## src/source/camera_pkg.sv

```systemverilog
//==================================================
// Shared camera path definitions
// Sample, coordinate and packed word widths
// Raw sample, coordinate, RGB and packed pixel types
// Default line buffer depth and rate window
//==================================================

package camera_pkg;

  //==================================================
  // Widths
  //==================================================
  parameter int raw_width    = 12;  // Bits per raw camera sample
  parameter int coord_width  = 12;  // Column and row counters
  parameter int packed_width = 15;  // Display word, three 5-bit fields
  parameter int channel_msbs = 5;   // Top bits kept per channel

  //==================================================
  // Pixel types
  //==================================================
  typedef logic [raw_width-1:0]    raw_sample_t;
  typedef logic [coord_width-1:0]  coord_t;
  typedef logic [packed_width-1:0] packed_pixel_t;

  // Full precision demosaiced pixel
  typedef struct packed {
    raw_sample_t red;
    raw_sample_t green;
    raw_sample_t blue;
  } rgb_t;

  //==================================================
  // Default geometry and timing
  //==================================================
  parameter int default_line_width  = 1280;        // Widest sensor line, samples
  parameter int default_rate_window = 50_000_000;  // Rate window in pixel clocks

endpackage

```

## src/source/pixel_stream_if.sv

```systemverilog
//==================================================
// Valid-strobed pixel stream interface
// Payload type set per instance, column and row
// Source and sink modports
//==================================================

`timescale 1ns/1ps

interface pixel_stream_if
  import camera_pkg::*;
#(
  parameter type payload_t = raw_sample_t  // Raw sample or RGB pixel
);

  logic     valid;    // One sample per high cycle, no stall
  payload_t payload;  // Sample or pixel value
  coord_t   col;      // Column of this sample
  coord_t   row;      // Row of this sample

  // Producer side
  modport source (output valid, output payload, output col, output row);

  // Consumer side
  modport sink (input valid, input payload, input col, input row);

endinterface

```

## src/source/ccd_capture.sv

```systemverilog
//==================================================
// Camera capture front end
// Pin registers for data, frame and line valid
// Frame gating on the start level at frame start
// Column, row and frame counters
//==================================================

`timescale 1ns/1ps

module ccd_capture
  import camera_pkg::*;
(
  input  logic           ccd_pixel_clk,
  input  logic           rst,
  input  raw_sample_t    ccd_data,     // Raw sensor sample
  input  logic           ccd_fval,     // Frame valid pin
  input  logic           ccd_lval,     // Line valid pin
  input  logic           start,        // Capture request level
  pixel_stream_if.source raw_stream,   // Captured raw samples
  output logic           frame_done,   // End of a captured frame
  output logic [31:0]    frame_count   // Captured frames since reset
);

  raw_sample_t data_q;     // Registered pins
  logic        fval_q;
  logic        lval_q;
  logic        fval_d;     // One more stage for edge detection
  logic        lval_d;
  logic        capture_en; // Current frame is being captured
  logic        frame_active;
  logic        fval_rise;
  logic        fval_fall;
  logic        lval_fall;
  coord_t      col_cnt;
  coord_t      row_cnt;

  //==================================================
  // Pin sampling
  //==================================================
  always_ff @(posedge ccd_pixel_clk) begin
    data_q <= ccd_data;  // Raw sample from the sensor
  end

  always_ff @(posedge ccd_pixel_clk) begin
    if (rst) begin
      fval_q <= 1'b0;
      lval_q <= 1'b0;
      fval_d <= 1'b0;
      lval_d <= 1'b0;
    end else begin
      fval_q <= ccd_fval;
      lval_q <= ccd_lval;
      fval_d <= fval_q;
      lval_d <= lval_q;
    end
  end

  assign fval_rise = fval_q && !fval_d;
  assign fval_fall = !fval_q && fval_d;
  assign lval_fall = !lval_q && lval_d;

  // Decision for the first sample uses start directly
  assign frame_active = fval_rise ? start : capture_en;

  //==================================================
  // Start/stop gating
  //==================================================
  always_ff @(posedge ccd_pixel_clk) begin
    if (rst) begin
      capture_en <= 1'b0;
      frame_done <= 1'b0;
    end else begin
      if (fval_rise) begin
        capture_en <= start;  // Start only looked at here
      end else if (fval_fall) begin
        capture_en <= 1'b0;
      end
      frame_done <= fval_fall && capture_en;  // Skipped frames give no pulse
    end
  end

  //==================================================
  // Counters
  //==================================================
  always_ff @(posedge ccd_pixel_clk) begin
    if (rst) begin
      col_cnt     <= '0;
      row_cnt     <= '0;
      frame_count <= '0;
    end else begin
      if (fval_q && lval_q) begin
        col_cnt <= col_cnt + 1'b1;  // One step per sample in line
      end else if (lval_fall) begin
        col_cnt <= '0;
      end
      if (fval_rise) begin
        row_cnt <= '0;              // New frame starts at row 0
      end else if (lval_fall) begin
        row_cnt <= row_cnt + 1'b1;
      end
      frame_count <= frame_count + 32'(frame_done);
    end
  end

  //==================================================
  // Raw stream output
  //==================================================
  always_ff @(posedge ccd_pixel_clk) begin
    if (rst) begin
      raw_stream.valid <= 1'b0;
    end else begin
      raw_stream.valid <= fval_q && lval_q && frame_active;
    end
  end

  always_ff @(posedge ccd_pixel_clk) begin
    raw_stream.payload <= data_q;
    raw_stream.col     <= col_cnt;
    raw_stream.row     <= fval_rise ? '0 : row_cnt;  // Counter clears a cycle late
  end

  // Samples only inside a frame whose start edge saw start high
  assert property (@(posedge ccd_pixel_clk) disable iff (rst)
    raw_stream.valid |-> capture_en);

endmodule

```

## src/flat_wrapper.sv

```systemverilog
// flat-port wrapper written by rule: the top's interface ports become plain ports
module ccd_capture_flat import camera_pkg::*;
  (ccd_pixel_clk, rst, ccd_data, ccd_fval, ccd_lval, start, frame_done, frame_count, raw_stream_valid, raw_stream_payload, raw_stream_col, raw_stream_row);
  pixel_stream_if raw_stream_i ();
  input  logic ccd_pixel_clk;
  input  logic rst;
  input  raw_sample_t ccd_data;
  input  logic ccd_fval;
  input  logic ccd_lval;
  input  logic start;
  output logic frame_done;
  output logic [31:0] frame_count;
  output wire logic [$bits(raw_stream_i.valid)-1:0] raw_stream_valid;
  output wire logic [$bits(raw_stream_i.payload)-1:0] raw_stream_payload;
  output wire logic [$bits(raw_stream_i.col)-1:0] raw_stream_col;
  output wire logic [$bits(raw_stream_i.row)-1:0] raw_stream_row;
  assign raw_stream_valid = raw_stream_i.valid;
  assign raw_stream_payload = raw_stream_i.payload;
  assign raw_stream_col = raw_stream_i.col;
  assign raw_stream_row = raw_stream_i.row;
  ccd_capture u_core (.ccd_pixel_clk(ccd_pixel_clk), .rst(rst), .ccd_data(ccd_data), .ccd_fval(ccd_fval), .ccd_lval(ccd_lval), .start(start), .raw_stream(raw_stream_i), .frame_done(frame_done), .frame_count(frame_count));
endmodule
```

## config.mk

```make
export PLATFORM = sky130hd
export DESIGN_NAME = ccd_capture_flat
export DESIGN_NICKNAME = d
export VERILOG_FILES = /design/src/source/camera_pkg.sv /design/src/source/pixel_stream_if.sv /design/src/source/ccd_capture.sv /design/src/flat_wrapper.sv
export SDC_FILE = /design/constraint.sdc
export NUM_CORES = 1
export LEC_CHECK = 0
export ABC_CLOCK_PERIOD_IN_PS = 5120
export BUFFER_PORTS_ARGS = -buffer_cell sky130_fd_sc_hd__buf_2
export CORE_UTILIZATION = 50
export CTS_CLUSTER_DIAMETER = 50
export DETAILED_ROUTE_END_ITERATION = 10
export HOLD_SLACK_MARGIN = 0.12
export PLACE_DENSITY_LB_ADDON = 0.25
export SLEW_MARGIN = 20
export SYNTH_ARGS = -nofsm -noshare
export SYNTH_HDL_FRONTEND = slang
export SYNTH_SLANG_ARGS = --single-unit
```

## constraint.sdc

```tcl
create_clock -name ccd_pixel_clk -period 5.12 [get_ports ccd_pixel_clk]
set_input_delay 0.768 -clock ccd_pixel_clk [delete_from_list [all_inputs] [get_ports ccd_pixel_clk]]
set_output_delay 0.768 -clock ccd_pixel_clk [all_outputs]
set_load 0.03 [all_outputs]
```

# Word level (Yosys, flattened, before mapping)
# Index checks and enable logic that the tools add are counted.
# word_totals
register_bits,111
elab_cells,34
in_bits,17
out_inout_bits,70
# classes
n_reduce_logical,12
n_addsub,3
mux,5
# ops
operator,n
32-bit by 1-bit adder with 32-bit output,1
"12-bit by 1-bit adder with 12-bit output, second input constant",2
12-bit 2-to-1 mux,2
1-bit logical AND,6
2-bit nonzero test,2
1-bit zero test,3
1-bit 2-to-1 mux,3
2-bit OR reduction,1

# Longest topological paths before layout
# Gate-level depths: netlist (run 1).
# logic_depth
ltp_word,4
ltp_mapped,8
depth_no_buf,6

# Worst setup path before layout (run 1)
# No wires, ideal clock.
# synth_timing
kind,register to register
startpoint,register u_core.frame_count[0]
endpoint,register u_core.frame_count[24]
required_ns,5.050
n_path_buf,2
slack_ns,3.110
path_stages_with_launch,9
setup_ns,0.070
arrival_time_ns,1.939
period_less_slack_ns,2.010
path_cell_list,dfxtp_1 ha_1 ha_1 and3_1 buf_2 nand3_2 buf_2 or3_1 a21oi_1
# synth_between
elab_chain_cells,1
# synth_rtl
item,line,rtl
"start, declared",ccd_capture.sv:21,output logic [31:0] frame_count
"start signal, assigned",ccd_capture.sv:101,frame_count <= frame_count + 32'(frame_done);
32-bit by 1-bit adder with 32-bit output,ccd_capture.sv:101,
# No other way between the ends.
# A chain may end at the register's enable or synchronous reset.

# Worst setup path in the final report (run 1)
# layout_timing
startpoint,register u_core.frame_count[0]
endpoint,register u_core.frame_count[20]
# The elaborated chain is that of the path after synthesis.

==> flow_summary.yaml, run 1 <==
clocking:
  cts.reportedPaths.clkPinSlew_ps: 110
  hold_buffers: 0
  clk_latency_ps: 370
  postCtsSetupBuffers: 0
  h-tree-depth: 3
  cts.sinks: 111
  clockBufferDepth: 2
  tritoncts: "yes"
  cts_root_buffer: "clkbuf_8"
  cts_inserted_buffers: 9
  cts-resized-gates: 0
timing:
  setup-violations-final: 0
  max_clock_freq_mhz: 452
  finalHoldViolCount: 0
  fin_crit_sh_pct: 43.2
  post-route-min-period_ps: 2210
  tightest_slew_ps: 1000
  slew_headroom_pct: 33.2
  final_max_slew_viol_count: 0
  setup_tns_ps: 0
  rsz0062_at_grt: "false"
  fin_hold_ws_ps: 330
  skew_ps: 6.37
detailed_routing:
  routedWlPerCell_um: 12.6
  drcViolationCount: 0
  vias: 3019
  dr.pass1.iters: 5
  drt-initial-drc-count: 118
  ant_nets: 0
  drt_wl_total_um: 7260
  vias_per_cell: 5.24
worst_setup_path:
  cp_slowest_cell: "or4_1"
  r2r_start: "u_core.frame_count[0]"
  cp_slowest_stage_delay_ps: 580
  cp_max_fo: 15
  path_class: "reg -> reg"
  r2r_slack_ps: 2910
  cp-start-kind: "register"
  cp_num_cells: 6
  timing.critical_path.from: "u_core.frame_count[0]"
  cp-endpoint: "u_core.frame_count[20]"
  cp_cell_sequence: "ha_1, ha_1, and3_1, nand3_2, or4_1, a21oi_1"
  endpoint_kind: "register"
  reg2reg_to: "u_core.frame_count[20]"
  arrival_ps: 2510
  worst-path-buf-inv: 0
  cp_top_family: "simple AND/OR/NAND/NOR gates"
  worstPathRequired_ps: 5410
  r2r_cells: 6
  crit_top_cell: "ha_1"
layout:
  area_delta_synth_final_pct: 17.6
  fillers: 627
  fin_nets: 495
  layout-drive-gt1-share_pct: 23.7
  n_antenna_cell: 0
floorplan:
  rows: 31
  core_area_um2: 7370
  pin_count: 87
  die_height_um: 90.2
  die_w_um: 90.2
  start_util_pct: 52.8
  dieArea_um2: 8140
worst_hold_path:
  min_from: "u_core.data_q[1]"
  holdCritPathClass: "reg -> reg"
global_route:
  grtUsageMet3_pct: 7.53
  met2_usage_pct: 30.8
  grt_first_pass_wirelength_um: 12400
  busiest_layer: "met2"
  grtUsageMet1_pct: 22.7
  grt_pass1_vias: 2724
  grt.overflow.total: 0
  grt_usage_pct: 19.0
  antenna_found_initial: 0
  grt_max_degree: 57
logic_synthesis:
  syn-mean-instance-area_um2: 9.96
  syn-instance-count: 391
  synth_edf_count: 0
  ys_seq_area_share_pct: 57.1
  synth_area_um2: 3890
  yosysWarnings: 0
  syn_nets: 414
  synth.ff_latch_count: 111
  yosys.cell_types.count: 37
  ys_async_sr_fraction_pct: 0
  synthFlopType: "dfxtp_1"
outcome:
  status: "finished clean"
placement:
  port_buffers: 86
  gp_congestion: 0.754
  hpwl_um: 4990
power_and_ir_drop:
  p_sw_w: 0.000348
  pwr-share-comb_pct: 2.9
  irDropWorstVdd_mv: 0.189
  internal-power_w: 0.00108
  p_leak_nw: 1.87
  p_clk_share_pct: 35.5
  seqPwrFrac_pct: 61.6
  power.density_nw_per_um2: 313
  swShare_pct: 24.3
job:
  drv_cap: 0
-- logic make-up (layout without fill, tap and decap cells) --
kind of cell,after synthesis,count (layout),synth area share [%]
AOI/OAI and AO/OA,44,44,6.81
xor gates and xnor gates,23,23,5.18
adders and majority gates,6,6,1.93
buffers and inverters,24,110,2.64
DFF,111,111,57.1
muxes,8,8,2.31
and+or+nand+nor,175,175,24.0
-- area by class of cell --
class	count	area, um^2	share of cell area [%]
sequential	111	2220	48.6
multi-input combinational	256	1570	34.3
timing repair buffer	86	430	9.41
clock buffer	9	124	2.71
tap	99	124	2.71
clock inverter	7	77.6	1.70
inverter	8	30.0	0.656
-- how the worst min path moves through the flow --
stage | to | cells past startpoint
2_1_floorplan | u_core.raw_stream.payload[0] | 0
3_3_place_gp | u_core.raw_stream.payload[4] | 0
3_5_place_dp | u_core.raw_stream.payload[3] | 0
4_1_cts | u_core.raw_stream.payload[1] | 0
5_1_grt | u_core.raw_stream.payload[8] | 0
6_report | u_core.raw_stream.payload[1] | 0
-- power groups by stage --
stage               clock network [W]   logic, W  registers (W)
floorplan                           0  0.0000163       0.000912
global placement                    0  0.0000418       0.000900
detailed placement                  0  0.0000420       0.000901
CTS                          0.000526  0.0000423       0.000881
global route                 0.000565  0.0000453       0.000883
finish                       0.000507  0.0000418       0.000881
-- state kept, by name (all words and copies together) (netlist names), 12 cells and up --
register and count:
u_core.raw_stream.payload 12, u_core.data_q 12, u_core.frame_count 32, u_core.row_cnt 12, u_core.raw_stream.col 12, u_core.raw_stream.row 12, u_core.col_cnt 12
-- synth_stat cells, types with 3 or more instances --
cell      count  area [um^2]
a21oi_1      20          100
nor2_1       44          165
nand2_1      26         97.6
nor2b_1      20          125
or3_1         8         50.1
mux2_2        8         90.1
nor4_1       10         62.6
ha_1          6         75.1
clkbuf_1      9         33.8
nor3_1        7         35.0
or4_1         9         67.6
xnor2_1      12          105
buf_2         4         20.0
inv_1         8         30.0
o31ai_1       7         52.6
and3_1        6         37.5
nand3_1      17         85.1
o21ai_0       8         40.0
nand4_1      13         81.3
and4_1        5         43.8
dfxtp_1     111         2220
and2_1        3         18.8
xor2_1       11         96.3
-- metal layers --
metal	wire length, um	part of all wire, %
met2	3350	46
met1	3310	46
met3	458	6.3
met4	143	2.0
met5	0	0
-- worst reg2reg max path: cells and delay by family (launching register included) --
kind	cells	cell delay [ps]
and+or+nand+nor	3	1230
DFF	1	350
adders and majority gates	2	400
AOI/OAI and AO/OA	1	170
-- layout by cell type (no fill, tap or decap), types with 10 or more instances in the layout --
| cell | synthesis | layout |
|---|---|---|
| a21oi_1 | 20 | 20 |
| buf_2 | 4 | 86 |
| dfxtp_1 | 111 | 111 |
| nand2_1 | 26 | 26 |
| nand3_1 | 17 | 17 |
| nand4_1 | 13 | 13 |
| nor2_1 | 44 | 44 |
| nor2b_1 | 20 | 20 |
| nor4_1 | 10 | 10 |
| xnor2_1 | 12 | 12 |
| xor2_1 | 11 | 11 |
-- stage by stage --
stage	std cells	power, W	area, um^2	setup slack, ps	util, %
final	576	0.00143	4580	2910	62.1
after global routing	576	0.00149	4580	2720	62.1
after CTS	576	0.00145	4580	2900	62.1
after detailed placement	560	0.000943	4370	2950	59.4
after global placement	560	0.000942	4370	3020	59.4
after floorplan	391	0.000928	3890	3110	-
Power figures use the tool's default switching activity.
==> inputs of run 2 (changes only) <==
--- a/config.mk
+++ b/config.mk
@@ -5,7 +5,7 @@
 export SDC_FILE = /design/constraint.sdc
 export NUM_CORES = 1
 export LEC_CHECK = 0
-export ABC_CLOCK_PERIOD_IN_PS = 5120
+export ABC_CLOCK_PERIOD_IN_PS = 2300
 export BUFFER_PORTS_ARGS = -buffer_cell sky130_fd_sc_hd__buf_2
 export CORE_UTILIZATION = 50
 export CTS_CLUSTER_DIAMETER = 50
==> constraint.sdc (replaced) <==
create_clock -name ccd_pixel_clk -period 2.3 [get_ports ccd_pixel_clk]
set_input_delay 0.345 -clock ccd_pixel_clk [delete_from_list [all_inputs] [get_ports ccd_pixel_clk]]
set_output_delay 0.345 -clock ccd_pixel_clk [all_outputs]
set_load 0.03 [all_outputs]
==> flow_summary.yaml, run 2 (synthesis gave the netlist of run 1 again) <==
outcome:
  status: "finished clean"
worst_setup_path:
  cp_cell_sequence: "and4_1, nand3_2, or4_1, a21oi_1"
  worstPathRequired_ps: 2610
  r2r_slack_ps: 260
  arrival_ps: 2360
  reg2reg_to: "u_core.frame_count[20]"
  cp_slowest_cell: "or4_1"
  endpoint_kind: "register"
  r2r_cells: 4
  cp_max_fo: 15
  cp-start-kind: "register"
  cp_top_family: "simple AND/OR/NAND/NOR gates"
  r2r_start: "u_core.frame_count[4]"
  cp_slowest_stage_delay_ps: 590
  worst-path-buf-inv: 0
  path_class: "reg -> reg"
global_route:
  grt.overflow.total: 0
  grt_pass1_vias: 2796
  grt_max_degree: 28
  grt_usage_pct: 19.4
  antenna_found_initial: 0
  grt_first_pass_wirelength_um: 12900
detailed_routing:
  routedWlPerCell_um: 12.8
  vias_per_cell: 5.22
  vias: 3092
  drt-met1-wl_um: 3330
  dr.pass1.iters: 5
  drt-initial-drc-count: 105
  drt_wl_total_um: 7600
  wl_met2_um: 3630
  ant_nets: 0
  met3WireLength_um: 516
  route.top_layer_used: "met4"
  drcViolationCount: 0
placement:
  port_buffers: 86
  hpwl_um: 5330
  gp_congestion: 0.780
  dp.cells: 564
floorplan:
  die_height_um: 90.2
  start_util_pct: 52.8
  core_area_um2: 7370
  pin_count: 87
  die_w_um: 90.2
  rows: 31
  dieArea_um2: 8140
timing:
  finalHoldViolCount: 0
  rsz0062_at_grt: "false"
  post-route-min-period_ps: 2040
  final_max_slew_viol_count: 0
  skew_ps: 13.8
  slew_headroom_pct: 66.5
  fin_hold_ws_ps: 207
  tightest_slew_ps: 503
  fin_crit_sh_pct: 88.9
  setup-violations-final: 0
  max_clock_freq_mhz: 489
  setup_tns_ps: 0
clocking:
  cts_inserted_buffers: 9
  cts.reportedPaths.clkPinSlew_ps: 110
  postCtsSetupBuffers: 0
  cts.sinks: 111
  clockBufferDepth: 2
  cts_root_buffer: "clkbuf_8"
  h-tree-depth: 3
  tritoncts: "yes"
  cts-resized-gates: 0
  clk_latency_ps: 370
power_and_ir_drop:
  seqPwrFrac_pct: 62.1
  p_sw_w: 0.000742
  p_leak_nw: 1.94
  power.density_nw_per_um2: 670
  swShare_pct: 23.5
  internal-power_w: 0.00242
  p_clk_share_pct: 34.4
  pwr-share-comb_pct: 3.6
  totalPowerFinal_w: 0.00316
  irDropWorstVdd_mv: 0.380
worst_hold_path:
  min_to: "u_core.fval_q"
  hold_depth: 2
  holdCritPathClass: "in -> reg"
  min_from: "ccd_fval"
layout:
  area_delta_synth_final_pct: 21.1
  final_common_cell: "dfxtp_1"
  layout-drive-gt1-share_pct: 23.5
  fin_cells: 592
  largest_reg_flops: 32
  top_register: "u_core.frame_count"
  n_antenna_cell: 0
  final_cell_mix: "111 x dfxtp_1, 86 x buf_2, 44 x nor2_1"
  fin_nets: 511
job:
  drv_cap: 0
==> run 2: changes by cell type in the layout (fill, tap and decap cells not counted), sizes merged <==
cell and change:
buf +4, dlygate4sd3 +12, clkbuf +1, clkinv -1
==> run 2: how the worst max path moves through the flow <==
stage,from,cells past startpoint,to
global route,u_core.frame_count[4],4,u_core.frame_count[20]
finish,u_core.frame_count[4],4,u_core.frame_count[20]
CTS,u_core.frame_count[4],4,u_core.frame_count[20]
detailed placement,u_core.frame_count[4],4,u_core.frame_count[20]
global placement,u_core.frame_count[4],4,u_core.frame_count[16]
floorplan,u_core.frame_count[0],8,u_core.frame_count[24]
==> run 2: worst register-to-register path: stages (launching register included) <==
cell and delay, ps:
dfxtp_1 450, and4_1 470, nand3_2 330, or4_1 600, a21oi_1 150
==> run 2: power by group through the flow <==
| stage | Sequential, W | Combinational (W) | Clock, W |
|---|---|---|---|
| 2_1_floorplan | 0.00203 | 0.0000362 | 0 |
| 3_3_place_gp | 0.00200 | 0.0000962 | 0 |
| 3_5_place_dp | 0.00201 | 0.0000969 | 0 |
| 4_1_cts | 0.00196 | 0.000113 | 0.00112 |
| 5_1_grt | 0.00197 | 0.000123 | 0.00121 |
| 6_report | 0.00196 | 0.000112 | 0.00108 |
==> run 2: final cells by class <==
cell class                 count  area, um^2
sequential                   111        2220
timing repair buffer         102         581
inverter                       8        30.0
multi-input combinational    256        1570
fill                         627        2660
clock buffer                  10         128
tap                           99         124
clock inverter                 6        62.6
==> run 2: routing by layer <==
metal | GRT usage (%) | vias up
met2 | 31.9 | 101
met5 | 0 | -
met3 | 7.19 | 13
li1 | - | 1557
met4 | 6.59 | 0
met1 | 23.4 | 1421
==> run 2: metrics by stage <==
stage                     cell area (um^2)  utilization (%)  worst slack (ps)
final                                 4710             64.0               255
after CTS                             4710             64.0               242
after floorplan                       3890                -               290
after global routing                  4710             64.0              74.4
after global placement                4400             59.8               356
after detailed placement              4400             59.8               257
==> run 2: repair_timing <==
action / CTS / global route
endpoints found under the setup margin: 0 / 0
hold buffers: 12 / 0
endpoints found under the hold margin: 12 / 0
